### src/mc_bus_settings.svh
// ****************************************
// address map and sizes of the shared bus
// masks keep the bits that must match base
// ram size must stay a power of two
// ****************************************
`ifndef MC_BUS_SETTINGS_SVH
`define MC_BUS_SETTINGS_SVH

// bus geometry
`define MC_NR_HOSTS 2
`define MC_NR_DEVS 3
`define MC_ADDR_W 32
`define MC_DATA_W 32

// device regions
`define MC_RAM_BASE 32'h0010_0000
`define MC_RAM_MASK 32'hFFFF_F000
`define MC_RAM_WORDS 1024
`define MC_SIMCTRL_BASE 32'h0002_0000
`define MC_SIMCTRL_MASK 32'hFFFF_FC00
`define MC_TIMER_BASE 32'h0003_0000
`define MC_TIMER_MASK 32'hFFFF_FC00

// register offsets inside a region
`define MC_TIMER_MTIME_OFS 32'h0
`define MC_TIMER_CMP_OFS 32'h4
`define MC_SIMCTRL_CHAR_OFS 32'h0
`define MC_SIMCTRL_HALT_OFS 32'h8

`endif
### src/mc_bus_pkg.sv
// ****************************************
// bus types shared by all bus blocks
// device enum values index the device arrays
// ****************************************
`default_nettype none
`include "mc_bus_settings.svh"

package mc_bus_pkg;

  typedef logic [`MC_ADDR_W-1:0] bus_addr_t;
  typedef logic [`MC_DATA_W-1:0] bus_data_t;
  typedef logic [`MC_DATA_W/8-1:0] bus_be_t;
  typedef logic [$clog2(`MC_NR_HOSTS)-1:0] host_idx_t;

  // decoded target, DevNone is an unmapped address
  typedef enum logic [1:0] {
    DevRam     = 2'd0,
    DevSimCtrl = 2'd1,
    DevTimer   = 2'd2,
    DevNone    = 2'd3
  } dev_sel_e;

  // byte-enable merge of a write into a stored word
  function automatic bus_data_t be_merge(input bus_data_t old_d, input bus_data_t new_d,
                                         input bus_be_t be);
    bus_data_t res;
    res = old_d;
    for (int b = 0; b < `MC_DATA_W/8; b++) begin
      if (be[b]) begin
        res[8*b +: 8] = new_d[8*b +: 8];
      end
    end
    return res;
  endfunction

endpackage

`default_nettype wire

### src/bus_resp_route.sv
// ****************************************
// response steering back to granted host
// unmapped access answers err with zero data
// purely combinational
// ****************************************
`timescale 1ns/1ns
`default_nettype none
`include "mc_bus_settings.svh"

module bus_resp_route (
  input  mc_bus_pkg::host_idx_t                        resp_host_i,
  input  mc_bus_pkg::dev_sel_e                         resp_sel_i,
  input  logic                                         resp_pending_i,
  input  logic                  [`MC_NR_DEVS-1:0]      dev_rvalid_i,
  input  mc_bus_pkg::bus_data_t [`MC_NR_DEVS-1:0]      dev_rdata_i,
  output logic                  [`MC_NR_HOSTS-1:0]     host_rvalid_o,
  output mc_bus_pkg::bus_data_t [`MC_NR_HOSTS-1:0]     host_rdata_o,
  output logic                  [`MC_NR_HOSTS-1:0]     host_err_o
);

  logic                  rsp_valid;
  mc_bus_pkg::bus_data_t rsp_data;
  logic                  rsp_err;

  // pick the response of the recorded target
  always_comb begin
    rsp_valid = 1'b0;
    rsp_data  = '0;
    rsp_err   = 1'b0;
    if (resp_pending_i) begin
      if (resp_sel_i == mc_bus_pkg::DevNone) begin
        rsp_valid = 1'b1;
        rsp_err   = 1'b1;
      end else begin
        for (int d = 0; d < `MC_NR_DEVS; d++) begin
          if (resp_sel_i == mc_bus_pkg::dev_sel_e'(d)) begin
            rsp_valid = dev_rvalid_i[d];
            rsp_data  = dev_rdata_i[d];
          end
        end
      end
    end
  end

  // only the recorded host sees it
  always_comb begin
    host_rvalid_o = '0;
    host_rdata_o  = '0;
    host_err_o    = '0;
    host_rvalid_o[resp_host_i] = rsp_valid;
    host_rdata_o[resp_host_i]  = rsp_data;
    host_err_o[resp_host_i]    = rsp_err;
  end

endmodule

`default_nettype wire

### config.mk
export PLATFORM = sky130hd
export DESIGN_NAME = bus_resp_route
export DESIGN_NICKNAME = d
export VERILOG_FILES = /design/src/mc_bus_pkg.sv /design/src/bus_resp_route.sv
export VERILOG_INCLUDE_DIRS = /design/src
export SDC_FILE = /design/constraint.sdc
export NUM_CORES = 1
export LEC_CHECK = 0
export ABC_AREA = 1
export BUFFER_PORTS_ARGS = -buffer_cell sky130_fd_sc_hd__buf_4
export CAP_MARGIN = 20
export CORE_MARGIN = 1.5
export CORE_UTILIZATION = 30
export DETAILED_ROUTE_END_ITERATION = 10
export PLACE_DENSITY = 0.8
export SYNTH_ARGS = -nofsm -noshare
export SYNTH_HDL_FRONTEND = slang
export SYNTH_SLANG_ARGS = --single-unit
### constraint.sdc
create_clock -name vclk -period 1.4
set_input_delay 0.14 -clock vclk [all_inputs]
set_output_delay 0.14 -clock vclk [all_outputs]
set_load 0.03 [all_outputs]
==> results.json, run 1 <==
{
  "route.detailed.drc": 0,
  "place_congestion": 0.861,
  "powerDensity_nw_per_um2": 340,
  "layout_common_cells": "181 x buf_4, 98 x nand3_1, 67 x nand2_1, 66 x nor2_1, 3 x buf_6",
  "clock.fmax_ghz": 0.755,
  "cts_hold_buf": 0,
  "synthToLayoutAreaGrowth_pct": 106,
  "crit_fanout": 11,
  "p_leak_nw": 1.43,
  "drt_iter0_drc": 197,
  "dieArea_um2": 4500,
  "drive_gt1_share_pct": 44.5,
  "synth_top_area_share_pct": 39.8,
  "overflow": 0,
  "post_synth_xor_area_fraction_pct": 0,
  "hold_violations": 0,
  "antennaDiodeCount": 0,
  "die-height_um": 67.1,
  "syn-cell-area_um2": 1230,
  "seq_cells": 0,
  "fin_hold_ws_ps": 731,
  "drt_pass1_iterations": 4,
  "fillers": 401,
  "synth_cell_types": 13,
  "core_um2": 3970,
  "cp-end-kind": "primary output",
  "maxSlewViolCount": 0,
  "viasPerCell": 5.02,
  "syn_inst": 267,
  "required_ps": 1260,
  "cts_resized": 0,
  "setup_tns_ps": 0,
  "postCtsSetupBuffers": 0,
  "arrival_ps": 1180,
  "rsz0062_at_grt": "false",
  "ys_warn_count": 0,
  "clkbuf_count": 0,
  "std_cell_rows": 23,
  "start_util_pct": 31.0,
  "layout_commonest_cell": "buf_4",
  "synth_top_family_by_area": "simple AND/OR/NAND/NOR gates",
  "wl_mm": 6.47,
  "ant_nets": 0,
  "seq_area_um2": 0,
  "detail_route.wl_per_cell_um": 13.6,
  "post_synth.cell_area_avg_um2": 4.61,
  "worst_pin_slew_ps": 354,
  "path_class": "input port to primary output",
  "syn-num-nets": 370,
  "slew_headroom_pct": 76.4,
  "period_share_pct": 94.6,
  "synth_mux_area_share_pct": 0,
  "num_vias": 2385,
  "synthTopCellsByArea": "nand3_1 40%, nand2_1 20%, nor2_1 20%",
  "synth_compound_area_share_pct": 0.407,
  "multiInputGateArea_um2": 1020,
  "synth_top_cell_by_area": "nand3_1",
  "ys_seq_area_share_pct": 0,
  "final_util_pct": 63.8,
  "post-route-min-period_ps": 1320,
  "synthSimpleGateAreaFrac_pct": 82.8,
  "grt_max_degree": 35,
  "hpwl_mm": 5.07,
  "min_path_type": "input port to primary output",
  "portBuffers": 171,
  "setup_viol": 0,
  "ir_drop_uv": 171,
  "drv_cap": 0,
  "die_w_um": 67.1,
  "num_io_pins": 171,
  "start_kind": "input port",
  "grt_pass1_wl_mm": 9.29,
  "outcome": "finished clean",
  "nets": 530,
  "grt_antenna_before_repair": 0,
  "grt.total_usage_pct": 25.8,
  "grt_pass1_vias": 2047,
  "synthAdderAreaFrac_pct": 0
}
## metrics by stage
step | area, um2 | setup WS [ps] | power [mW] | cells
global route | 2530 | 6.25 | 0.930 | 475
global placement | 2520 | 123 | 0.847 | 475
CTS | 2520 | 96.5 | 0.858 | 475
finish | 2530 | 75.3 | 0.861 | 475
detailed placement | 2520 | 99.8 | 0.855 | 475
floorplan | 1230 | 74.9 | 0.458 | 267
## cell families (layout without fill, tap and decap cells)
logic type,count (synthesis),in the layout
AO/OA/AOI/OAI,1,1
buffers and inverters,32,190
AND/OR/NAND/NOR,234,234
## synthesized netlist by cell type (all sizes together)
cell type,count
buf,21
nand2,67
nand3,98
nor2,67
o21ai,1
clkbuf,7
inv,3
nor3,2
clkinv,1
## layer usage
layer  track usage [%]  vias to the layer above  wire (um)
li1                  -                     1191          -
met1              31.4                     1071       2500
met2              47.6                      117       3310
met3              3.38                        6        617
met4              4.85                        0         50
met5                 0                        -          0
## worst max-delay path, stage by stage
cell	delay, ps
buf_4	140
inv_2	120
buf_4	200
nand3_1	80
nand3_1	80
nand2_1	80
nor2_1	150
buf_4	190
## cell type report
cell class | instances | area share [%]
multi-input combinational | 235 | 40.4
inverter | 4 | 0.592
tap | 50 | 2.47
timing repair buffer | 186 | 56.5
## power breakdown
group	switching (mW)	internal, mW
Sequential	0	0
Clock	0	0
Combinational	0.464	0.397
Total	0.464	0.397
## final timing paths
kind / startpoint / to / slack [ps] / cells past startpoint
setup / recovery: resp_sel_i[1] / host_rdata_o[34] / 80 / 8
hold / removal: resp_host_i / host_rdata_o[30] / 730 / 3
Power figures use the tool's default switching activity.
==> inputs of run 2 (changes only) <==
BUFFER_PORTS_ARGS = -buffer_cell sky130_fd_sc_hd__clkbuf_2   (was -buffer_cell sky130_fd_sc_hd__buf_4)
==> results.json, run 2 (synthesis gave the netlist of run 1 again) <==
{
  "seq_cells": 0,
  "overflow": 0,
  "clock.fmax_ghz": 0.758,
  "power.share.combinational_pct": 100.0,
  "grt_pass1_vias": 1939,
  "fin_cells": 474,
  "grt_max_degree": 36,
  "cp-end-kind": "primary output",
  "portBuffers": 171,
  "outcome": "finished clean",
  "p_sw_mw": 0.461,
  "post-route-min-period_ps": 1320,
  "num_io_pins": 171,
  "dieArea_um2": 4500,
  "antennaDiodeCount": 0,
  "std_cell_rows": 23,
  "die_w_um": 67.1,
  "nets": 529,
  "drt_pass1_iterations": 4,
  "cp_slowest_stage_delay_ps": 220,
  "arrival_ps": 1180,
  "worst_pin_slew_ps": 224,
  "powerDensity_nw_per_um2": 348,
  "rsz0062_at_grt": "false",
  "ant_nets": 0,
  "clkbuf_count": 0,
  "p_leak_nw": 1.33,
  "fillers": 422,
  "place_congestion": 0.785,
  "viasPerCell": 4.98,
  "drive_gt1_share_pct": 44.3,
  "layout_common_cells": "165 x clkbuf_2, 98 x nand3_1, 67 x nand2_1, 66 x nor2_1, 7 x buf_12",
  "core_um2": 3970,
  "drt_iter0_drc": 129,
  "clockPowerShare_pct": 0,
  "intPower_mw": 0.291,
  "grt_antenna_before_repair": 0,
  "fin_hold_ws_ps": 746,
  "holdPathEnd": "host_rdata_o[59]",
  "cts_hold_buf": 0,
  "route.detailed.drc": 0,
  "maxSlewViolCount": 0,
  "p_total_mw": 0.752,
  "hold_violations": 0,
  "ir_drop_uv": 260,
  "required_ps": 1260,
  "crit_fanout": 17,
  "period_share_pct": 94.3,
  "min_path_type": "input port to primary output",
  "sw_frac_of_total_pct": 61.3,
  "worst_path_max_delay_cell": "clkbuf_2",
  "crit_chain": "clkbuf_2, inv_2, buf_12, nand3_1, nand3_1, nand2_1, nor2_1, clkbuf_2",
  "start_kind": "input port",
  "hpwl_mm": 4.55,
  "die-height_um": 67.1,
  "postCtsSetupBuffers": 0,
  "wl_mm": 5.66,
  "path_class": "input port to primary output",
  "slew_headroom_pct": 85.0,
  "layout_commonest_cell": "clkbuf_2",
  "hold-path-cell-count": 6,
  "cts_resized": 0,
  "detail_route.wl_per_cell_um": 11.9,
  "seq_area_um2": 0,
  "num_vias": 2360,
  "share_seq_of_total_power_pct": 0,
  "start_util_pct": 31.0,
  "grt.total_usage_pct": 22.6,
  "setup_viol": 0,
  "drv_cap": 0,
  "grt_pass1_wl_mm": 8.36,
  "synthToLayoutAreaGrowth_pct": 75.5,
  "multiInputGateArea_um2": 1020,
  "min-delay-start": "dev_rdata_i[27]",
  "placed_cells": 474,
  "setup_tns_ps": 0
}
run 2: cell count changes in the layout (fill, tap and decap cells not counted):
cell	before	now
buf_4	181	5
clkbuf_2	0	165
buf_12	2	7
buf_2	0	5
buf_6	3	2
clkbuf_4	0	1
run 2: final cells by class:
cell class,count,share of cell area [%]
multi-input combinational,235,47.4
tap,50,2.90
timing repair buffer,185,49.0
inverter,4,0.695
run 2: per-layer routing:
| metal | GRT usage, % | share of wire (%) | vias up | wire, um |
|---|---|---|---|---|
| li1 | - | - | 1190 | - |
| met2 | 42.0 | 51 | 116 | 2890 |
| met1 | 28.2 | 40 | 1048 | 2280 |
| met5 | 0 | 0 | - | 0 |
| met3 | 1.86 | 7.7 | 6 | 434 |
| met4 | 3.57 | 0.94 | 0 | 53 |
run 2: power groups by stage:
stage	sequential, mW	combinational [mW]	clock (mW)
after floorplan	0	0.458	0
after global placement	0	0.735	0
after detailed placement	0	0.743	0
after CTS	0	0.747	0
after global routing	0	0.815	0
final	0	0.752	0
run 2: worst max-delay path: cells and delay by family:
kind / cells / cell delay, ps
buf+inv: 4 / 690
simple gates: 4 / 350
run 2: worst max path at each step:
stage,depth (start not counted),endpoint,slack (ps),start
finish,8,host_rdata_o[48],80,resp_sel_i[1]
global route,8,host_rdata_o[63],4,resp_sel_i[1]
CTS,7,host_rdata_o[51],60,resp_sel_i[1]
detailed placement,7,host_rdata_o[51],60,resp_sel_i[1]
global placement,7,host_rdata_o[51],80,resp_sel_i[1]
floorplan,4,host_err_o[0],70,resp_sel_i[0]
run 2: metrics by stage:
| stage | worst slack, ps | cell area [um2] | util (%) |
|---|---|---|---|
| 5_1_grt | 3.84 | 2160 | 54.4 |
| 4_1_cts | 56.8 | 2150 | 54.2 |
| 6_report | 79.9 | 2160 | 54.4 |
| 3_3_place_gp | 79.7 | 2150 | 54.2 |
| 3_5_place_dp | 61.5 | 2150 | 54.2 |
| 2_1_floorplan | 74.9 | 1230 | - |
==> inputs of run 3 (changes only) <==
CORE_AREA = 2 2 66 68   (was default)
CORE_MARGIN = default   (was 1.5)
CORE_UTILIZATION = default   (was 30)
DIE_AREA = 0 0 68 70   (was default)
PLACE_DENSITY = 0.81   (was 0.8)
REMOVE_ABC_BUFFERS = 1   (was default)
==> results.json, run 3 (synthesis gave the netlist of run 1 again) <==
{
  "slew_headroom_pct": 80.1,
  "ant_nets": 0,
  "post-route-min-period_ps": 1310,
  "place_congestion": 0.911,
  "drv_cap": 0,
  "path_class": "input port to primary output",
  "drive_gt1_share_pct": 44.6,
  "grt_antenna_before_repair": 0,
  "clkbuf_count": 0,
  "powerDensity_nw_per_um2": 348,
  "hpwl_mm": 4.31,
  "grt_pass1_wl_mm": 8.26,
  "fillers": 430,
  "antennaDiodeCount": 0,
  "placed_cell_area_um2": 2130,
  "layout_commonest_cell": "clkbuf_2",
  "maxSlewViolCount": 0,
  "crit_chain": "clkbuf_2, buf_4, nand3_1, nand3_1, nand2_1, nor2_1, clkbuf_2",
  "portBuffers": 171,
  "wl_mm": 5.95,
  "setup_viol": 0,
  "period_share_pct": 93.8,
  "placed_cells": 476,
  "drt_pass1_iterations": 4,
  "worst_pin_slew_ps": 299,
  "arrival_ps": 1170,
  "grt_pass1_vias": 1882,
  "nets": 531,
  "cts_hold_buf": 0,
  "design_area_um2": 2190,
  "cp-end-kind": "primary output",
  "drt_iter0_drc": 160,
  "core_um2": 4140,
  "start_kind": "input port",
  "dieArea_um2": 4760,
  "fin_cells": 478,
  "route.detailed.drc": 0,
  "hold_violations": 0,
  "num_vias": 2411,
  "die_w_um": 68,
  "seq_area_um2": 0,
  "start_util_pct": 29.7,
  "ir_drop_uv": 147,
  "path_buf_inv": 3,
  "rsz0062_at_grt": "true",
  "fin_hold_ws_ps": 746,
  "viasPerCell": 5.04,
  "overflow": 0,
  "std_cell_rows": 24,
  "crit_fanout": 16,
  "die-height_um": 70,
  "required_ps": 1260,
  "seq_cells": 0,
  "p_leak_nw": 1.35,
  "grt.total_usage_pct": 20.7,
  "worst_path_max_delay_cell": "buf_4",
  "multiInputGateArea_um2": 1020,
  "outcome": "finished clean",
  "num_io_pins": 171,
  "path_delay_family": "buffers and inverters",
  "layout_common_cells": "166 x clkbuf_2, 98 x nand3_1, 67 x nand2_1, 66 x nor2_1, 6 x buf_4",
  "clock.fmax_ghz": 0.761,
  "postCtsSetupBuffers": 0,
  "synthToLayoutAreaGrowth_pct": 78.3,
  "grt_max_degree": 34,
  "cp_slowest_stage_delay_ps": 260,
  "min_path_type": "input port to primary output",
  "detail_route.wl_per_cell_um": 12.5
}
==> run 3: path summary, 6_finish.rpt <==
path	start	endpoint	slack, ps	cells past startpoint
hold / removal	dev_rdata_i[27]	host_rdata_o[27]	750	6
setup / recovery	resp_sel_i[1]	host_rdata_o[35]	90	7
==> run 3: per-stage QoR <==
step                TNS [ps]  total power [mW]  setup WS [ps]  utilization (%)
finish                     0             0.765           86.7             53.0
global route           -15.9             0.827          -11.5             53.0
global placement           0             0.722            107             51.4
detailed placement         0             0.733           98.4             51.4
CTS                        0             0.736           97.8             51.4
floorplan               -228             0.365           -228                -
==> run 3: timing repair <==
| action | 4_1_cts | 5_1_grt |
|---|---|---|
| resized for setup | 0 | 10 |
| hold endpoints to repair | 0 | 0 |
| setup endpoints to repair | 0 | 8 |
==> run 3: metal layers <==
layer,GRT usage (%),vias up,share of wire (%)
met3,0.644,4,7.9
met1,24.7,1096,40
li1,-,1195,-
met4,0.889,0,0.39
met2,41.1,116,52
met5,0,-,0
==> run 3: cell type report <==
cell class / instances / area share (%)
repair buffers: 187 / 49.7
multi-input cells: 235 / 46.7
well taps: 52 / 2.96
inverters: 4 / 0.684
==> run 3: report_power, final <==
part	leakage (nW)	switching, mW	internal [mW]	total [mW]
logic	1.35	0.468	0.297	0.765
clock network	0	0	0	0
registers	0	0	0	0
total	1.35	0.468	0.297	0.765
