## src/mc_bus_settings.svh

```systemverilog
// ****************************************
// address map and sizes of the shared bus
// masks keep the bits that must match base
// ram size must stay a power of two
// ****************************************
`ifndef MC_BUS_SETTINGS_SVH
`define MC_BUS_SETTINGS_SVH

// bus geometry
`define MC_NR_HOSTS 2
`define MC_NR_DEVS 3
`define MC_ADDR_W 32
`define MC_DATA_W 32

// device regions
`define MC_RAM_BASE 32'h0010_0000
`define MC_RAM_MASK 32'hFFFF_F000
`define MC_RAM_WORDS 1024
`define MC_SIMCTRL_BASE 32'h0002_0000
`define MC_SIMCTRL_MASK 32'hFFFF_FC00
`define MC_TIMER_BASE 32'h0003_0000
`define MC_TIMER_MASK 32'hFFFF_FC00

// register offsets inside a region
`define MC_TIMER_MTIME_OFS 32'h0
`define MC_TIMER_CMP_OFS 32'h4
`define MC_SIMCTRL_CHAR_OFS 32'h0
`define MC_SIMCTRL_HALT_OFS 32'h8

`endif
```

## src/mc_bus_pkg.sv

```systemverilog
// ****************************************
// bus types shared by all bus blocks
// device enum values index the device arrays
// ****************************************
`default_nettype none
`include "mc_bus_settings.svh"

package mc_bus_pkg;

  typedef logic [`MC_ADDR_W-1:0] bus_addr_t;
  typedef logic [`MC_DATA_W-1:0] bus_data_t;
  typedef logic [`MC_DATA_W/8-1:0] bus_be_t;
  typedef logic [$clog2(`MC_NR_HOSTS)-1:0] host_idx_t;

  // decoded target, DevNone is an unmapped address
  typedef enum logic [1:0] {
    DevRam     = 2'd0,
    DevSimCtrl = 2'd1,
    DevTimer   = 2'd2,
    DevNone    = 2'd3
  } dev_sel_e;

  // byte-enable merge of a write into a stored word
  function automatic bus_data_t be_merge(input bus_data_t old_d, input bus_data_t new_d,
                                         input bus_be_t be);
    bus_data_t res;
    res = old_d;
    for (int b = 0; b < `MC_DATA_W/8; b++) begin
      if (be[b]) begin
        res[8*b +: 8] = new_d[8*b +: 8];
      end
    end
    return res;
  endfunction

endpackage

`default_nettype wire

```

## src/bus_req_decode.sv

```systemverilog
// ****************************************
// fixed priority, lowest host index wins
// grant and device request are combinational
// one transaction in flight, latency 1
// ****************************************
`timescale 1ns/1ns
`default_nettype none
`include "mc_bus_settings.svh"

module bus_req_decode (
  input  logic                                         clk_i,
  input  logic                                         rst_n_i,
  input  logic                  [`MC_NR_HOSTS-1:0]     host_req_i,
  input  logic                  [`MC_NR_HOSTS-1:0]     host_we_i,
  input  mc_bus_pkg::bus_be_t   [`MC_NR_HOSTS-1:0]     host_be_i,
  input  mc_bus_pkg::bus_addr_t [`MC_NR_HOSTS-1:0]     host_addr_i,
  input  mc_bus_pkg::bus_data_t [`MC_NR_HOSTS-1:0]     host_wdata_i,
  output logic                  [`MC_NR_HOSTS-1:0]     host_gnt_o,
  output logic                  [`MC_NR_DEVS-1:0]      dev_req_o,
  output logic                                         dev_we_o,
  output mc_bus_pkg::bus_be_t                          dev_be_o,
  output mc_bus_pkg::bus_addr_t                        dev_addr_o,
  output mc_bus_pkg::bus_data_t                        dev_wdata_o,
  output mc_bus_pkg::host_idx_t                        resp_host_o,
  output mc_bus_pkg::dev_sel_e                         resp_sel_o,
  output logic                                         resp_pending_o
);

  mc_bus_pkg::host_idx_t win_idx;
  logic                  any_req;
  mc_bus_pkg::bus_addr_t win_addr;
  mc_bus_pkg::dev_sel_e  win_sel;
  mc_bus_pkg::host_idx_t host_q;
  mc_bus_pkg::dev_sel_e  sel_q;
  logic                  pending_q;

  // scan downwards so the lowest requester is the last to stick
  always_comb begin
    win_idx = '0;
    any_req = 1'b0;
    for (int h = `MC_NR_HOSTS-1; h >= 0; h--) begin
      if (host_req_i[h]) begin
        win_idx = mc_bus_pkg::host_idx_t'(h);
        any_req = 1'b1;
      end
    end
  end

  assign win_addr = host_addr_i[win_idx];

  // base/mask match, regions do not overlap
  always_comb begin
    if ((win_addr & `MC_RAM_MASK) == `MC_RAM_BASE) begin
      win_sel = mc_bus_pkg::DevRam;
    end else if ((win_addr & `MC_SIMCTRL_MASK) == `MC_SIMCTRL_BASE) begin
      win_sel = mc_bus_pkg::DevSimCtrl;
    end else if ((win_addr & `MC_TIMER_MASK) == `MC_TIMER_BASE) begin
      win_sel = mc_bus_pkg::DevTimer;
    end else begin
      win_sel = mc_bus_pkg::DevNone;
    end
  end

  // grant to winner, one-hot request to the hit device
  always_comb begin
    host_gnt_o = '0;
    if (any_req) begin
      host_gnt_o[win_idx] = 1'b1;
    end
    for (int d = 0; d < `MC_NR_DEVS; d++) begin
      dev_req_o[d] = any_req && (win_sel == mc_bus_pkg::dev_sel_e'(d));
    end
  end

  // request fields broadcast, only the selected device looks
  assign dev_we_o    = host_we_i[win_idx];
  assign dev_be_o    = host_be_i[win_idx];
  assign dev_addr_o  = win_addr;
  assign dev_wdata_o = host_wdata_i[win_idx];

  // routing of the response due next cycle
  always_ff @(posedge clk_i) begin
    if (!rst_n_i) begin
      pending_q <= 1'b0;
      host_q    <= '0;
      sel_q     <= mc_bus_pkg::DevNone;
    end else begin
      pending_q <= any_req;
      if (any_req) begin
        host_q <= win_idx;
        sel_q  <= win_sel;
      end
    end
  end

  assign resp_host_o    = host_q;
  assign resp_sel_o     = sel_q;
  assign resp_pending_o = pending_q;

endmodule

`default_nettype wire

```

## config.mk

```make
export PLATFORM = sky130hd
export DESIGN_NAME = bus_req_decode
export DESIGN_NICKNAME = d
export VERILOG_FILES = /design/src/mc_bus_pkg.sv /design/src/bus_req_decode.sv
export VERILOG_INCLUDE_DIRS = /design/src
export SDC_FILE = /design/constraint.sdc
export NUM_CORES = 1
export LEC_CHECK = 0
export BUFFER_PORTS_ARGS = -buffer_cell sky130_fd_sc_hd__buf_4
export CAP_MARGIN = 20
export CORE_AREA = 2 2 86 88
export CTS_CLUSTER_DIAMETER = 200
export CTS_CLUSTER_SIZE = 14
export DETAILED_ROUTE_END_ITERATION = 10
export DIE_AREA = 0 0 88 90
export SYNTH_ARGS = -nofsm -noshare
export SYNTH_HDL_FRONTEND = slang
export SYNTH_SLANG_ARGS = --single-unit
```

## constraint.sdc

```tcl
create_clock -name clk_i -period 1.4 [get_ports clk_i]
set_input_delay 0.14 -clock clk_i [delete_from_list [all_inputs] [get_ports clk_i]]
set_output_delay 0.14 -clock clk_i [all_outputs]
set_load 0.005 [all_outputs]
```

==> results.txt, run 1 <==
The total power density per cell area is 392 nW/um2. Entering global routing, the biggest net connects 38 pins. The highest layer touched by signal routing is met4.

sky130_fd_sc_hd__nand2_1 takes more of the synthesized area than any other cell. Ranked by total cell area, the synthesized netlist is headed by sky130_fd_sc_hd__nand2_1, sky130_fd_sc_hd__dfxtp_1, sky130_fd_sc_hd__nor4_1. The type of destination of the critical path is an output port. Dividing the synthesized area by the synthesized cell count gives 4.67 um2. In this run the standard cell core region covers 7020 um2.

The standard cell area after detailed placement is 3060 um2. The number of buffer cells added on primary ports came out at 219. For this run, the register share of the synthesized area comes to 0.0656. The number of nets handed over by synthesis was 403. The area added between synthesis and finish came out at 176%. The average vias per placed instance is 4.16. CTS built an H-tree with a depth of 1.

The critical-path maximum fanout came out at 6. The number of hold-slack violations in the final timing report came out at 0. The tree is rooted in a sky130_fd_sc_hd__clkbuf_8.

The most frequent cell after synthesis is sky130_fd_sc_hd__nand2_1. The maximum operating frequency is 728 MHz. The floorplan has 31 rows. The clock net in this run drives a total of 4 sinks.

Synthesis handed over a netlist of 261 instances. The flow ran to the end, and the final reports show no timing, DRC or antenna violations. The static leakage power is 0.00195 uW. The die area came out at 7920 um2. The final net count came out at 639. The worst clock skew came out at 0 ns. Data on the critical path is required at its endpoint by 1.26 ns. The final core utilization is 0.479.

IR analysis of the VDD net gives a maximum drop of 173 uV. The first global-routing pass estimated 11.0 mm of wire. The max-slew violation count came out at 0.

The DRC violation total after the first TritonRoute iteration came out at 45. The longest clock path from root to sink contains 2 buffers. The number of CTS-inserted buffers is 3. The die is 88 um wide. The most instantiated flip-flop cell in the synthesis netlist is sky130_fd_sc_hd__dfxtp_1.

The final-layout worst hold slack is 0.178 ns. The area of the mapped netlist came out at 1220 um2. Summed over all nets, wire length on met2 after detailed routing comes to 3.57 mm. The total overflow left after global routing is 0.

Dividing the final minimum period by the clock period gives 0.981. The area of all placed cells without fillers came out at 3370 um2. The clock period minus final worst setup slack came out at 1.37 ns.

The number of enable flip-flop cells after synthesis came out at 0. The total number of vias came out at 2,469. The antenna diode instance count came out at 0. The routed length on met1 is 2.71 mm. After detailed routing, the average wire length per cell comes to 11.8 um.

The clock insertion delay at the later pin of the skew report came out at 0.21 ns. The initial antenna violation count is 0. Data on the critical path arrives at its endpoint at 1.23 ns.

The post-route DRC violation count is 0. Setup repair after global routing could not meet its margin everywhere. By count the netlist is led by sky130_fd_sc_hd__nand2_1, sky130_fd_sc_hd__clkbuf_1, sky130_fd_sc_hd__nor4_1. Setup total negative slack on the finished layout was measured at 0 ns. The cts-stage hold buffer count is 0. Prior to clock tree synthesis, the placed netlist has a worst setup slack of -0.279 ns. The routed wire length on met3 came out at 675 um. The number of distinct library cells after synthesis is 29. After synthesis the netlist holds a flip-flop and latch count of 4. The half-perimeter wire length after detailed placement is 5.72 mm. The overall global routing resource usage came out at 0.167. The fraction of final layout cells with drive strength greater than 1 is 0.556. The clock-pin slew reported for the worst setup and hold paths after clock tree synthesis is 0.03 ns. The worst relative slew slack is 0.749. The first TritonRoute pass finished after 4 iterations.

The worst hold path class is input port to flip-flop. The smallest setup slack after layout is 0.0270 ns. At the pin with the least slew margin, the transition time is 0.372 ns. The setup path with the least slack is of type input port to output port. The Yosys warning count came out at 0.

The initial core utilization came out at 0.174. The number of violations of the max-capacitance limit is 0. Setup violations remaining at the end of the flow were counted as 0. The share of the synthesized area in the top cell type is 0.628. The vertical die dimension is 90 um.

TritonCTS built the clock tree. The count of antenna-violating nets left after detailed routing is 0. STA classifies the critical path startpoint as an input port. After synthesis, the share of flip-flops with an asynchronous set or reset is 0.

The number of global-route vias before repair came out at 2,463. The weighted congestion reported at the end of routability-driven placement is 0.865. The total length of routed wires is 7.01 mm. The top-level port count is 220.
==> flip-flops by register name, summed over array words and instances (netlist names) <==
name	count
resp_pending_o	1
resp_sel_o	2
resp_host_o	1
==> critical path, cell delays in order <==
cell and delay, ns:
sky130_fd_sc_hd__buf_4 0.09, sky130_fd_sc_hd__nand2b_4 0.17, sky130_fd_sc_hd__inv_4 0.07, sky130_fd_sc_hd__buf_4 0.15, sky130_fd_sc_hd__nor3b_1 0.18, sky130_fd_sc_hd__buf_4 0.15, sky130_fd_sc_hd__o21bai_4 0.06, sky130_fd_sc_hd__nor2_1 0.11
sky130_fd_sc_hd__buf_4 0.12
==> routing by layer <==
metal  GRT usage  up-vias
li1            -     1281
met4      0.0256        0
met2       0.302      121
met1       0.198     1059
met3      0.0413        8
met5           0        -
==> cells by family (layout without fill, tap and decap cells) <==
family,count (synthesis),in the layout,synth area share
DFF,4,4,0.0656
AOI/OAI and AO/OA,8,8,0.0769
muxes,3,3,0.0318
and+or+nand+nor,226,226,0.750
buffers and inverters,20,254,0.0759
==> cell type report <==
type                            count  area [um2]
Multi-Input combinational cell    237        1200
Sequential cell                     4        80.1
Inverter                            4        17.5
Tap cell                           99         124
Timing Repair Buffer              247        1900
Fill cell                         736        3650
Clock buffer                        3        41.3
==> what timing repair did <==
action / in CTS / in global routing
pin swaps: 7 / 9
buffers inserted: 9 / 1
setup endpoints to repair: 13 / 10
gates resized for setup: 20 / 16
==> path summary, 6_finish.rpt <==
check	from	end	slack (ns)	depth (start not counted)
max reg2reg	resp_sel_o[1]$_SDFFE_PN1N_	resp_sel_o[1]$_SDFFE_PN1N_	0.52	2
min	rst_n_i	resp_sel_o[1]$_SDFFE_PN1N_	0.18	2
min reg2reg	resp_host_o$_SDFFE_PN0N_	resp_host_o$_SDFFE_PN0N_	0.50	1
max	host_req_i[0]	dev_req_o[0]	0.03	9
==> where the power goes <==
part | leakage (uW) | switching [uW] | internal, uW | total (uW)
clock network | 0.0000216 | 52.7 | 183 | 235
logic | 0.00190 | 376 | 589 | 964
registers | 0.0000328 | 1.06 | 118 | 119
total | 0.00195 | 429 | 890 | 1320
==> cells in the final DEF (no fill, tap or decap), types with 3 or more instances in the layout <==
| cell type | netlist | layout |
|---|---|---|
| sky130_fd_sc_hd__buf_4 | 0 | 236 |
| sky130_fd_sc_hd__nor4_4 | 0 | 8 |
| sky130_fd_sc_hd__clkbuf_8 | 0 | 3 |
| sky130_fd_sc_hd__nand2_1 | 204 | 202 |
| sky130_fd_sc_hd__buf_6 | 1 | 10 |
| sky130_fd_sc_hd__dfxtp_1 | 4 | 4 |
==> through the flow <==
stage	std cells	total power [uW]
6_report	594	1320
5_1_grt	594	1420
4_1_cts	594	1310
3_5_place_dp	582	1030
3_3_place_gp	582	1030
2_1_floorplan	261	393
Power figures use the tool's default switching activity.
==> run 2, diff against run 1 <==
--- a/config.mk
+++ b/config.mk
@@ -13,6 +13,7 @@
 export CTS_CLUSTER_SIZE = 14
 export DETAILED_ROUTE_END_ITERATION = 10
 export DIE_AREA = 0 0 88 90
+export PLACE_DENSITY = 0.54
 export SYNTH_ARGS = -nofsm -noshare
 export SYNTH_HDL_FRONTEND = slang
 export SYNTH_SLANG_ARGS = --single-unit
==> results.txt, run 2 (same netlist as run 1, synthesis figures left out) <==
The flow ran to the end, but the final reports show violations. The final reports fail on setup timing. Of the total power, the share spent switching nets is 0.323.

Setup repair after global routing could not meet its margin everywhere. After the first detailed-routing iteration, the DRC count stood at 53. The highest cell delay on the worst timing path is 0.27 ns. The first detailed-routing pass took 4 iterations.

The cts-stage hold buffer count is 0. The tightest hold path in the finished design has a slack of 0.179 ns. The portion of total power attributed to the clock network came out at 0.185. The proportion of power drawn by flip-flops and latches came out at 0.091. The area growth from synthesis to layout is 167%. Leaving out fill and tap cells, the most frequent cells in the layout are sky130_fd_sc_hd__buf_4, sky130_fd_sc_hd__nand2_1, sky130_fd_sc_hd__dfxtp_1. The number of violations of the max-capacitance limit is 0. Once routing completed, OpenROAD measured the worst setup slack at -0.0230 ns. The worst clock skew came out at 0 ns. The vertical die dimension is 90 um. The max-slew violation count is 0.

The clock insertion delay at the later pin of the skew report is 0.22 ns. In this run the standard cell core region covers 7020 um2. At the worst endpoint, the required time is 1.26 ns.

The critical path goes through buf_4 > nor4_4 > buf_4 > nand3_2 > o22ai_4 > nand2_1 > nor2_1 > buf_4. The worst supply voltage drop on vdd is 136 uV. The overall global routing resource usage came out at 0.168. The number of CTS-inserted buffers came out at 3.

The tightest min-delay check is of the input port to flip-flop type. Subtracting the final worst setup slack from the clock period gives 1.42 ns. For this configuration, the core starts out at a cell density of 0.174.

The data arrival time of the critical path is 1.28 ns. The first global-routing pass estimated 10.9 mm of wire. The CTS tree is done.

The standard cell area after detailed placement is 3090 um2. The area of all placed cells without fillers is 3250 um2. The power dissipated by switching net loads came out at 422 uW. The static leakage power is 0.00192 uW. Dividing total power by cell area gives a power density of 402 nW/um2. In this run the worst setup path begins at host_addr_i[47]. Counting along the longest clock path gives a buffer depth of 2. The register with the most flip-flops in the layout has 2 of them.

Global routing finished with a remaining overflow of 0. STA classifies the critical path endpoint as an output port. The most common library cell in the layout ignoring fill and taps is sky130_fd_sc_hd__buf_4. The number of hold-slack violations in the final timing report is 0.

By startpoint and endpoint, the worst setup path is classified as input port to output port. The floorplan has 31 rows. In this run the number of H-tree levels came out at 1. The clock-pin slew reported for the worst setup and hold paths after clock tree synthesis is 0.03 ns. The post-route DRC violation count came out at 0. Of all nets on the critical path, the largest fanout is 3. The fraction of final layout cells with drive strength greater than 1 is 0.539. Among the stages of the critical path, the cell type that occurs most often is sky130_fd_sc_hd__buf_4. The slowest stage of the critical path belongs to the cell sky130_fd_sc_hd__nor4_4. The initial antenna violation count is 0. The number of global-route vias before repair is 2,430. The final core utilization is 0.463. The launch point of the worst reg-to-reg path is resp_sel_o[1]$_SDFFE_PN1N_. The setup violation total in the final timing report is 3.

Adding up every negative setup slack in the final design gives -0.0625 ns. The sink count of the clock tree is 4. Summed over all layers, the routed wires come to 7.00 mm.

Dividing the detail-routed wire length by the instance count gives 11.9 um. The routed layout has 2,430 vias. The largest net degree at the start of global routing is 35. Counting the fill cells in the layout gives 738. The share of the cycle needed by the critical path after routing is 1.02.

The worst hold path begins at rst_n_i. The launching element type of the critical path is an input port. The combinational fraction of design power is 0.723. The number of buffer cells added on primary ports is 219.

The average vias per placed instance came out at 4.13. The wire-length estimate of the detail-placed layout is 5.94 mm. The actual transition at the worst max-transition pin is 0.359 ns. The die outline width is 88 um.

The tree is rooted in a sky130_fd_sc_hd__clkbuf_8. The maximum operating frequency is 703 MHz. The final net count came out at 634. The antenna diode instance count is 0.

The top-level port count came out at 220. The cell internal power dissipation is 885 uW. The die covers 7920 um2. The count of antenna-violating nets left after detailed routing came out at 0.

The weighted congestion reported at the end of routability-driven placement is 0.828. The worst relative slew slack is 0.757.
run 2: cell types whose count changed in the layout (fill, tap and decap cells not counted), moves of 2 or more:
cell | previous run | this run
sky130_fd_sc_hd__buf_6 | 10 | 1
sky130_fd_sc_hd__nor4_4 | 8 | 3
sky130_fd_sc_hd__buf_4 | 236 | 239
sky130_fd_sc_hd__nor4_1 | 0 | 3
sky130_fd_sc_hd__nand2_1 | 202 | 204
sky130_fd_sc_hd__nand2_2 | 2 | 0
sky130_fd_sc_hd__nor4_2 | 0 | 2
run 2: power by group through the flow:
stage	clock, uW	combinational, uW	sequential, uW
floorplan	0	272	121
global placement	0	919	121
detailed placement	0	925	121
CTS	250	947	120
global route	253	1040	120
finish	242	945	119
run 2: timing repair:
item | 4_1_cts | 5_1_grt
resized for setup | 13 | 5
setup buffers | 1 | 1
setup endpoints to repair | 3 | 34
pin swaps | 6 | 2
run 2: worst paths after layout:
kind / endpoint / slack [ns] / depth (start not counted)
setup / recovery: dev_req_o[0] / -0.02 / 8
hold / removal: resp_sel_o[1]$_SDFFE_PN1N_ / 0.18 / 2
setup reg to reg: resp_sel_o[1]$_SDFFE_PN1N_ / 0.53 / 2
hold reg to reg: resp_host_o$_SDFFE_PN0N_ / 0.52 / 1
run 2: critical path: cells and delay by family:
family / cells / cell delay (ns)
simple gates: 4 / 0.56
buf+inv: 3 / 0.38
compound gates: 1 / 0.20
run 2: cell type report:
class                   instances  area [um2]  area share
repair buffers                242        1840       0.566
clock buffers                   3        41.3      0.0127
multi-input cells             237        1150       0.353
inverters                       4        17.5     0.00538
flip-flops and latches          4        80.1      0.0246
well taps                      99         124      0.0381
run 2: per-stage QoR:
stage | std cells | setup slack [ns] | total power (uW)
final | 589 | -0.0230 | 1310
after global routing | 589 | -0.134 | 1410
after CTS | 588 | -0.0919 | 1320
after floorplan | 261 | 0.191 | 393
after detailed placement | 585 | -0.301 | 1050
after global placement | 585 | -0.300 | 1040
run 2: layer usage:
layer | track usage | wire length (um) | up-vias
li1 | - | - | 1269
met1 | 0.181 | 2570 | 1006
met2 | 0.314 | 3600 | 131
met3 | 0.0230 | 567 | 24
met4 | 0.0731 | 260 | 0
met5 | 0 | 0 | -
