<file path="config.mk">
export PLATFORM = sky130hd
export DESIGN_NAME = bus_timer
export DESIGN_NICKNAME = d
export VERILOG_FILES = /design/src/mc_bus_pkg.sv /design/src/bus_timer.sv
export VERILOG_INCLUDE_DIRS = /design/src
export SDC_FILE = /design/constraint.sdc
export NUM_CORES = 1
export LEC_CHECK = 0
export BUFFER_PORTS_ARGS = -buffer_cell sky130_fd_sc_hd__buf_2
export CORE_ASPECT_RATIO = 1.25
export CORE_MARGIN = 10
export CORE_UTILIZATION = 32
export DETAILED_ROUTE_END_ITERATION = 16
export GPL_TIMING_DRIVEN = 0
export HOLD_SLACK_MARGIN = 0.03
export PLACE_DENSITY = 0.57
export REMOVE_ABC_BUFFERS = 1
export SETUP_SLACK_MARGIN = 0.4
export SLEW_MARGIN = 30
export SYNTH_ARGS = -nofsm -noshare
export SYNTH_HDL_FRONTEND = slang
export SYNTH_SLANG_ARGS = --single-unit
</file>
<file path="constraint.sdc">
create_clock -name clk_i -period 2.3 [get_ports clk_i]
set_input_delay 0.23 -clock clk_i [delete_from_list [all_inputs] [get_ports clk_i]]
set_output_delay 0.23 -clock clk_i [all_outputs]
set_load 0.005 [all_outputs]
</file>
<file path="src/mc_bus_settings.svh">
// ****************************************
// address map and sizes of the shared bus
// masks keep the bits that must match base
// ram size must stay a power of two
// ****************************************
`ifndef MC_BUS_SETTINGS_SVH
`define MC_BUS_SETTINGS_SVH

// bus geometry
`define MC_NR_HOSTS 2
`define MC_NR_DEVS 3
`define MC_ADDR_W 32
`define MC_DATA_W 32

// device regions
`define MC_RAM_BASE 32'h0010_0000
`define MC_RAM_MASK 32'hFFFF_F000
`define MC_RAM_WORDS 1024
`define MC_SIMCTRL_BASE 32'h0002_0000
`define MC_SIMCTRL_MASK 32'hFFFF_FC00
`define MC_TIMER_BASE 32'h0003_0000
`define MC_TIMER_MASK 32'hFFFF_FC00

// register offsets inside a region
`define MC_TIMER_MTIME_OFS 32'h0
`define MC_TIMER_CMP_OFS 32'h4
`define MC_SIMCTRL_CHAR_OFS 32'h0
`define MC_SIMCTRL_HALT_OFS 32'h8

`endif
</file>
<file path="src/mc_bus_pkg.sv">
// ****************************************
// bus types shared by all bus blocks
// device enum values index the device arrays
// ****************************************
`default_nettype none
`include "mc_bus_settings.svh"

package mc_bus_pkg;

  typedef logic [`MC_ADDR_W-1:0] bus_addr_t;
  typedef logic [`MC_DATA_W-1:0] bus_data_t;
  typedef logic [`MC_DATA_W/8-1:0] bus_be_t;
  typedef logic [$clog2(`MC_NR_HOSTS)-1:0] host_idx_t;

  // decoded target, DevNone is an unmapped address
  typedef enum logic [1:0] {
    DevRam     = 2'd0,
    DevSimCtrl = 2'd1,
    DevTimer   = 2'd2,
    DevNone    = 2'd3
  } dev_sel_e;

  // byte-enable merge of a write into a stored word
  function automatic bus_data_t be_merge(input bus_data_t old_d, input bus_data_t new_d,
                                         input bus_be_t be);
    bus_data_t res;
    res = old_d;
    for (int b = 0; b < `MC_DATA_W/8; b++) begin
      if (be[b]) begin
        res[8*b +: 8] = new_d[8*b +: 8];
      end
    end
    return res;
  endfunction

endpackage

`default_nettype wire

</file>
<file path="src/bus_timer.sv">
// ****************************************
// 32-bit mtime and compare, both writable
// mtime counts every cycle, write wins
// irq is registered, lags compare by one
// ****************************************
`timescale 1ns/1ns
`default_nettype none
`include "mc_bus_settings.svh"

module bus_timer (
  input  logic                  clk_i,
  input  logic                  rst_n_i,
  input  logic                  req_i,
  input  logic                  we_i,
  input  mc_bus_pkg::bus_be_t   be_i,
  input  mc_bus_pkg::bus_addr_t addr_i,
  input  mc_bus_pkg::bus_data_t wdata_i,
  output logic                  rvalid_o,
  output mc_bus_pkg::bus_data_t rdata_o,
  output logic                  timer_irq_o
);

  mc_bus_pkg::bus_addr_t ofs;
  logic                  hit_mtime;
  logic                  hit_cmp;
  mc_bus_pkg::bus_data_t mtime_q;
  mc_bus_pkg::bus_data_t cmp_q;
  mc_bus_pkg::bus_data_t rdata_q;
  logic                  rvalid_q;
  logic                  irq_q;

  // offset inside the 1 kB region
  assign ofs       = addr_i & ~`MC_TIMER_MASK;
  assign hit_mtime = req_i && (ofs == `MC_TIMER_MTIME_OFS);
  assign hit_cmp   = req_i && (ofs == `MC_TIMER_CMP_OFS);

  always_ff @(posedge clk_i) begin
    if (!rst_n_i) begin
      mtime_q  <= '0;
      cmp_q    <= '1;
      irq_q    <= 1'b0;
      rvalid_q <= 1'b0;
    end else begin
      if (hit_mtime && we_i) begin
        mtime_q <= mc_bus_pkg::be_merge(mtime_q, wdata_i, be_i);
      end else begin
        mtime_q <= mtime_q + 1'b1;
      end
      if (hit_cmp && we_i) begin
        cmp_q <= mc_bus_pkg::be_merge(cmp_q, wdata_i, be_i);
      end
      // level stays high while mtime >= cmp
      irq_q    <= (mtime_q >= cmp_q);
      rvalid_q <= req_i;
    end
  end

  // value sampled in the request cycle
  always_ff @(posedge clk_i) begin
    if (req_i) begin
      if (hit_mtime) begin
        rdata_q <= mtime_q;
      end else if (hit_cmp) begin
        rdata_q <= cmp_q;
      end else begin
        rdata_q <= '0;
      end
    end
  end

  assign rvalid_o    = rvalid_q;
  assign rdata_o     = rdata_q;
  assign timer_irq_o = irq_q;

endmodule

`default_nettype wire

</file>
==> results of run 1 <==
## worst max-delay path by stage
stage                            startpoint                        to  slack, ps
global route        mtime_q[0]$_SDFFE_PN0P_  mtime_q[31]$_SDFFE_PN0P_        300
global placement                      req_i  mtime_q[13]$_SDFFE_PN0P_      -1390
detailed placement                    req_i  mtime_q[22]$_SDFFE_PN0P_      -1100
finish              mtime_q[0]$_SDFFE_PN0P_  mtime_q[25]$_SDFFE_PN0P_        350
CTS                 mtime_q[1]$_SDFFE_PN0P_  mtime_q[25]$_SDFFE_PN0P_        380
floorplan                         addr_i[6]  mtime_q[13]$_SDFFE_PN0P_        -40
## where the power goes
group          internal [mW]  switching (mW)  total (mW)
Clock                  0.846           0.699        1.55
Sequential              1.79          0.0127        1.81
Combinational          0.108           0.144       0.252
## layer usage
layer | vias up | wire length [um] | global-route usage [%]
met5 | - | 9 | 0
met4 | 2 | 381 | 5.33
met3 | 33 | 784 | 3.47
met2 | 122 | 8290 | 24.8
met1 | 2250 | 6370 | 15.1
li1 | 2302 | - | -
## cell families after synthesis
logic type	synth area share, %
AOI/OAI and AO/OA	13.5
adders and majority gates	7.68
buffers and inverters	5.68
DFF	42.5
muxes	12.1
and+or+nand+nor	18.6
## area by class of cell
cell class | count | share of cell area (%)
Tap cell | 216 | 3.98
Clock buffer | 10 | 3.37
Sequential cell | 98 | 34.4
Timing Repair inverter | 1 | 0.0736
Multi-Input combinational cell | 406 | 44.7
Inverter | 38 | 2.15
Clock inverter | 6 | 0.994
Antenna cell | 2 | 0.0736
Timing Repair Buffer | 116 | 10.3
## placed cells by master (no fill, tap or decap), types with 9 or more instances in the layout
cell,count
nand2_1,55
a21oi_1,36
dfxtp_4,13
ha_1,30
clkbuf_16,9
nand4_1,14
nor2_1,52
buf_2,80
nor3_1,9
o21ai_0,17
mux2i_1,65
a31oi_1,11
buf_4,33
edfxtp_1,32
inv_1,36
dfxtp_1,49
nand3_1,18
## per-stage QoR
stage / setup slack, ps / util [%] / cells / setup TNS [ps] / power, mW
after global routing: 305 / 41.6 / 891 / 0 / 3.73
final: 351 / 41.6 / 893 / 0 / 3.60
after detailed placement: -1100 / 36.3 / 841 / -53430 / 2.07
after global placement: -1390 / 36.1 / 840 / -84740 / 2.07
after CTS: 376 / 40.2 / 882 / 0 / 3.62
after floorplan: -40.1 / - / 541 / -95.1 / 1.92
## timing repair
item                                    4_1_cts  5_1_grt
endpoints found under the setup margin       97       47
buffers inserted                             23        9
gates resized for setup                      52       24
pin swaps                                    14       10
cloned                                        2        0
hold endpoints to repair                      0        0
## state kept, by name (all words and copies together) (netlist names)
signal	cells
cmp_q	32
mtime_q	32
rdata_o	32
rvalid_o	1
timer_irq_o	1
## worst max-delay path, stage by stage, from the launching register on
cell      delay, ps
dfxtp_4         400
nand2_4          80
or4_4           560
or3_4           440
o311ai_2        220
a31oi_1         120
==> reports/results.ini, run 1 <==
[worst_hold_path]
min_path_cells=3
hold_path.class=in -> reg
hp-start=wdata_i[3]
hold_end=cmp_q[3]$_SDFFE_PN1P_

[logic_synthesis]
synth_warnings=0
yosys_most_used_dff=dfxtp_1
netlist.area_leader.share_pct=24.6
syn_avg_cell_area_um2=9.41
postSynth.asyncResetShare_pct=0
synth.distinct_cells=61
netlist_instances=571
synth_commonest_cells=66 x dfxtp_1, 65 x mux2i_1, 56 x nand2_1
synth_area_um2=5380
synth-seq-area-share_pct=42.5
synth.area.top_cells=dfxtp_1 25%, edfxtp_1 18%, mux2i_1 12%
synth-edff-count=32
yosysTopAreaCell=dfxtp_1
synth_seq_cells=98
yosysMostFrequentCell=dfxtp_1

[cts]
clock-sinks=98
clkTransAtPathRegs_ps=70
root_buffer=clkbuf_16
cts_max_path_buffers=2
clk_latency_ps=350
cts_buffers=9
cts_tree=built
holdBufCountCts=0
cts_max_level=3

[run]
cap_viol_max_count=0

[placement]
gp_congestion=0.854
postPlaceCellArea_um2=5930
portBuffers=83
post-dp-hpwl_mm=10.7

[grt]
grt_max_degree=50
grt_usage_pct=13.8
antenna_found_initial=2
gr-total-overflow=0
grt_pass1_vias=4668
grt_first_pass_wirelength_mm=24.4

[cells_and_area]
area_delta_synth_final_pct=26.4
multi_input_area_um2=3040
final_cell_area_um2=6800
finalNetCount=775
drive_gt1_share_pct=28.0
seq_area_um2=2340
n_fill_cell=1594

[floorplan]
io_pins=106
rows=52
die_h_um=165
coreArea_um2=16300
initial_core_util_pct=32.9
dieWidth_um=136
dieArea_um2=22400

[detailed_routing]
postRouteAntennaNets=0
drt_iter0_drc=309
dr.pass1.iters=5
totalWireLength_mm=15.8
drc=0
vias_per_cell=5.27
wl_per_cell_um=17.7
vias=4709

[setup_path]
critical_path_arrival_ps=2180
rrSetupSlack_ps=350
reg2reg_depth=5
critPathLaunchType=flip-flop
path_max_fanout=5
worstSetupEndpointType=flip-flop
required_ps=2530
crit_type=reg -> reg
r2r_end=mtime_q[25]$_SDFFE_PN0P_
r2r_start=mtime_q[0]$_SDFFE_PN0P_

[run_status]
status=completed

[sta]
maxSlewViolCount=0
worstMarginPinSlew_ps=631
setup-violations-final=0
fin_crit_sh_pct=84.7
rsz0062_at_grt=true
slew_headroom_pct=57.7
whs_ps=103
finalCriticalPeriod_ps=1950
clock_skew_ps=10.2
final_hold_viol_count=0
fmax_mhz=513

[power_and_ir_drop]
p_per_area_nw_per_um2=530
ir_drop_v=0.000289
leakage_nw=3.23

(Power assumes the default switching activity.)
==> run 2: changes to the inputs <==
clock period = 1.84 ns   (was 2.3 ns; I/O delays follow)
==> run 2 against run 1 <==
  * The run now ends with negative setup slack left
  * Clock power rose by 25%
  * Flip-flop and latch count did not move
  * Sequential power rose by 25%
  * Non-clock buffer count rose by 45
  * Via count rose by 8.4%
  * Fmax rose by 2.1%
  * Cell count rose by 5.4%
  * Core utilization rose by 4.6 points
  * Routed wire length rose by 14%
  * Count of clock-buffer cells in the layout did not move
  * Critical endpoint unchanged
  * Largest cell class unchanged
  * Highest routed layer is now met4
==> reports/results.ini, run 2 (same netlist as run 1, synthesis figures left out) <==
[worst_hold_path]
hold_path.class=in -> reg
hp-start=wdata_i[3]
hold_end=cmp_q[3]$_SDFFE_PN1P_
min_path_cells=3

[setup_path]
critPathLaunchType=flip-flop
cpPeakStageDelay_ps=540
crit_type=reg -> reg
reg2reg_depth=5
rrSetupSlack_ps=-70
worstSetupEndpointType=flip-flop
crit_cells=5
path_max_fanout=4
critical_path_arrival_ps=2140
required_ps=2070
cpMaxStageDelayCell=or4_4
crit_path_cell_trace=nand3_4, or4_4, or3_4, o311ai_2, a31oi_1
r2r_end=mtime_q[25]$_SDFFE_PN0P_
critPathBufInv=0
r2r_start=mtime_q[8]$_SDFFE_PN0P_
crit_family=simple AND/OR/NAND/NOR gates

[floorplan]
die_h_um=165
coreArea_um2=16300
rows=52
dieArea_um2=22400
io_pins=106
initial_core_util_pct=32.9
dieWidth_um=136

[grt]
grt_pass1_vias=4811
grt_max_degree=50
grt_usage_pct=14.5
antenna_found_initial=1
grt_first_pass_wirelength_mm=25.6
gr-total-overflow=0

[cells_and_area]
fin_cells=941
finalNetCount=823
fin_util_pct=46.2
area_delta_synth_final_pct=40.4
final_cell_mix=75 x buf_2, 65 x mux2i_1, 60 x buf_4
mostFrequentLayoutCell=buf_2
drive_gt1_share_pct=37.6

[sta]
setup_tns_ps=-164
final_hold_viol_count=0
worstMarginPinSlew_ps=606
rsz0062_at_grt=true
fin_ws_ps=-68.2
fmax_mhz=524
finalCriticalPeriod_ps=1910
clock_skew_ps=11.2
slew_headroom_pct=59.6
maxSlewViolCount=0
setup-violations-final=3
fin_crit_sh_pct=104

[detailed_routing]
postRouteAntennaNets=0
top_layer=met4
wl_met3_mm=1.15
routed-wl-met2_mm=9.08
drt_iter0_drc=363
totalWireLength_mm=18.0
vias_per_cell=5.42
wl_per_cell_um=19.1
drc=0
vias=5103
dr.pass1.iters=6
met1_length_mm=7.00

[cts]
clk_latency_ps=360
cts_tree=built
cts_max_level=3
root_buffer=clkbuf_16
clock-sinks=98
cts_max_path_buffers=2
clkTransAtPathRegs_ps=70
cts_buffers=9

[power_and_ir_drop]
leakage_nw=3.57
switching_share_pct=24.2
p_per_area_nw_per_um2=606
ir_drop_v=0.000377
p_clk_share_pct=42.4
comb_power_share_pct=8.3
power_frac_seq_pct=49.3
switching_power_mw=1.11
internal_power_mw=3.47

[run_status]
violations=negative setup slack
status=complete, but fails checks

[placement]
portBuffers=83
post-dp-hpwl_mm=10.7
dp.cells=841
post-place-ws_ps=-1510
gp_congestion=0.854

[run]
cap_viol_max_count=0

==> run 2: changes by cell type in the layout (fill, tap and decap cells not counted), moves of 4 or more <==
cell,change
buf_2,-5
buf_4,+27
nor2_4,+4
buf_6,+17
nor4_1,-4
o21ai_1,+4
nor2_1,-7
o21ai_0,-6
==> run 2: stage by stage <==
step	area, um2	power (mW)	hold slack, ps
floorplan	5210	2.40	246
global placement	5900	2.58	417
detailed placement	5930	2.58	420
CTS	6960	4.58	49.8
global route	7540	4.72	58.7
finish	7550	4.58	52.4
==> run 2: cell type report <==
cell class                 instances  area (um2)
antenna                            2        5.00
clock buffer                      10         229
clock inverter                     6        67.6
fill                            1493        8780
inverter                          38         146
multi-input combinational        409        3290
sequential                        98        2340
tap                              216         270
timing repair buffer             161        1190
timing repair inverter             1        7.51
==> run 2: layer usage <==
| metal | global-route usage [%] | vias to the layer above |
|---|---|---|
| met5 | 0 | - |
| met4 | 5.87 | 0 |
| met3 | 3.59 | 66 |
| met2 | 25.8 | 200 |
| met1 | 16.1 | 2429 |
| li1 | - | 2408 |
==> run 2: power groups by stage <==
| stage | combinational (mW) | clock [mW] | sequential [mW] |
|---|---|---|---|
| final | 0.379 | 1.94 | 2.26 |
| after global routing | 0.403 | 2.05 | 2.26 |
| after CTS | 0.346 | 1.97 | 2.26 |
| after detailed placement | 0.261 | 0 | 2.32 |
| after global placement | 0.258 | 0 | 2.32 |
| after floorplan | 0.0781 | 0 | 2.33 |
==> run 2: worst max-delay path by stage <==
stage	start	endpoint
floorplan	addr_i[6]	mtime_q[13]$_SDFFE_PN0P_
global placement	req_i	mtime_q[13]$_SDFFE_PN0P_
detailed placement	req_i	mtime_q[22]$_SDFFE_PN0P_
CTS	mtime_q[2]$_SDFFE_PN0P_	mtime_q[25]$_SDFFE_PN0P_
global route	mtime_q[12]$_SDFFE_PN0P_	timer_irq_o$_SDFF_PN0_
finish	mtime_q[8]$_SDFFE_PN0P_	mtime_q[25]$_SDFFE_PN0P_
==> run 2: what timing repair did <==
action                     CTS  global route
hold buffers                 0             0
cloned                       4             2
buffers inserted            44            32
pin swaps                   29            48
setup endpoints to repair   97            64
gates resized for setup     93            68
==> run 2: worst reg2reg max path, cell delays in order (launching register included) <==
cell      delay, ps
dfxtp_4         360
nand3_4         110
or4_4           540
or3_4           430
o311ai_2        220
a31oi_1         120
==> run 3: changes to the inputs <==
SKIP_CTS_REPAIR_TIMING = 1   (was default)
==> run 3 against run 2 <==
  * The flow still finishes with violations (negative setup slack)
  * Power shrank 0.52%
  * Critical path depth is 1 higher
  * Hold slack is essentially flat
  * Fmax fell by 4.2%
  * Global-route usage down 1.4 points
  * Critical endpoint is now mtime_q[29]$_SDFFE_PN0P_
  * Sequential share of layout area grew 1.2 points
  * Sequential power barely moved
  * Via count down 2.0%
  * Highest routed layer is now met5
  * Routed wire length fell by 3.5%
  * Register-to-register slack worse by 80 ps
==> reports/results.ini, run 3 (same netlist as run 1, synthesis figures left out) <==
[run_status]
status=complete, but fails checks
violations=negative setup slack

[floorplan]
dieArea_um2=22400
die_h_um=165
io_pins=106
coreArea_um2=16300
initial_core_util_pct=32.9
rows=52
dieWidth_um=136

[cts]
clock-sinks=98
cts_max_level=3
cts_max_path_buffers=2
clkTransAtPathRegs_ps=80
cts_buffers=9
cts_tree=built
clk_latency_ps=360
root_buffer=clkbuf_16

[grt]
antenna_found_initial=2
gr-total-overflow=0
grt_first_pass_wirelength_mm=23.3
grt_max_degree=49
grt_usage_pct=13.1
grt_pass1_vias=4478

[placement]
portBuffers=83
gp_congestion=0.854
post-place-ws_ps=-1510
dp.cells=841
post-dp-hpwl_mm=10.7

[setup_path]
crit_path_cell_trace=nand2_4, or4_4, or3_4, buf_4, nor3_2, nor3_1
reg2reg_depth=6
worstSetupEndpointType=flip-flop
r2r_end=mtime_q[29]$_SDFFE_PN0P_
cpPeakStageDelay_ps=570
critPathLaunchType=flip-flop
r2r_start=mtime_q[0]$_SDFFE_PN0P_
path_max_fanout=5
crit_type=reg -> reg
cpMaxStageDelayCell=or4_4
rrSetupSlack_ps=-150
required_ps=2090
critical_path_arrival_ps=2240

[sta]
rsz0062_at_grt=true
fin_ws_ps=-153
worstMarginPinSlew_ps=595
fmax_mhz=502
finalCriticalPeriod_ps=1990
slew_headroom_pct=60.3
clock_skew_ps=10.8
final_hold_viol_count=0
setup-violations-final=11
maxSlewViolCount=0
fin_crit_sh_pct=108

[power_and_ir_drop]
switching_share_pct=24.1
p_per_area_nw_per_um2=625
p_clk_share_pct=42.6
internal_power_mw=3.46
ir_drop_v=0.000366
switching_power_mw=1.10
power_frac_seq_pct=49.6
leakage_nw=3.41
comb_power_share_pct=7.8

[cells_and_area]
mostFrequentLayoutCell=buf_2
finalNetCount=799
drive_gt1_share_pct=35.2
area_delta_synth_final_pct=35.4
fin_cells=916
n_fill_cell=1553
final_cell_mix=78 x buf_2, 65 x mux2i_1, 54 x nand2_1
seq_area_um2=2350
multi_input_area_um2=3280

[detailed_routing]
postRouteAntennaNets=0
vias_per_cell=5.46
wl_per_cell_um=19.0
drc=0
dr.pass1.iters=5
totalWireLength_mm=17.4
drt_iter0_drc=368
vias=5001

[worst_hold_path]
hp-start=wdata_i[3]
hold_end=cmp_q[3]$_SDFFE_PN1P_
hold_path.class=in -> reg
min_path_cells=3

[run]
cap_viol_max_count=0

## run 3: changes by cell type in the layout (fill, tap and decap cells not counted), sizes merged
cell | previous run | this run
buf | 159 | 133
nand4 | 20 | 19
and4 | 7 | 10
diode | 2 | 1
bufbuf | 1 | 0
nand2 | 57 | 58
## run 3: worst max-delay path by stage
| stage | start | depth (start not counted) | end |
|---|---|---|---|
| after floorplan | addr_i[6] | 5 | mtime_q[13]$_SDFFE_PN0P_ |
| after detailed placement | req_i | 6 | mtime_q[22]$_SDFFE_PN0P_ |
| after global placement | req_i | 6 | mtime_q[13]$_SDFFE_PN0P_ |
| after CTS | req_i | 6 | mtime_q[22]$_SDFFE_PN0P_ |
| after global routing | mtime_q[11]$_SDFFE_PN0P_ | 6 | mtime_q[30]$_SDFFE_PN0P_ |
| final | mtime_q[0]$_SDFFE_PN0P_ | 6 | mtime_q[29]$_SDFFE_PN0P_ |
## run 3: stage by stage
step                total power [mW]  area [um2]  utilization, %  setup TNS, ps  hold slack (ps)
floorplan                       2.40        5210               -         -10480              246
global placement                2.58        5900            36.1        -124900              417
detailed placement              2.58        5930            36.3         -93380              420
CTS                             4.51        6230            38.2         -59360             49.7
global route                    4.70        7280            44.6          -2030             59.8
finish                          4.55        7280            44.6           -776             52.5
## run 3: layout make-up
type                       count  area share [%]
antenna                        1          0.0344
clock buffer                  10            3.15
clock inverter                 6           0.928
inverter                      38            2.01
multi-input combinational    412            45.1
sequential                    98            32.2
tap                          216            3.71
timing repair buffer         134            12.8
timing repair inverter         1           0.103
## run 3: worst max-delay path, delay by kind of cell (launching register included)
kind / cells / cell delay (ps)
buf+inv: 1 / 150
flops: 1 / 400
simple gates: 5 / 1330
## run 3: power groups by stage
stage / logic (mW) / clock network [mW] / registers (mW)
detailed placement: 0.261 / 0 / 2.32
CTS: 0.263 / 1.98 / 2.27
finish: 0.354 / 1.94 / 2.26
floorplan: 0.0781 / 0 / 2.33
global placement: 0.258 / 0 / 2.32
global route: 0.382 / 2.06 / 2.26
## run 3: layer usage
layer | vias up | global-route usage [%] | share of wire [%]
li1 | 2364 | - | -
met1 | 2431 | 14.6 | 40
met2 | 161 | 23.5 | 52
met3 | 43 | 3.43 | 5.4
met4 | 2 | 4.56 | 2.9
met5 | - | 0 | 0.063
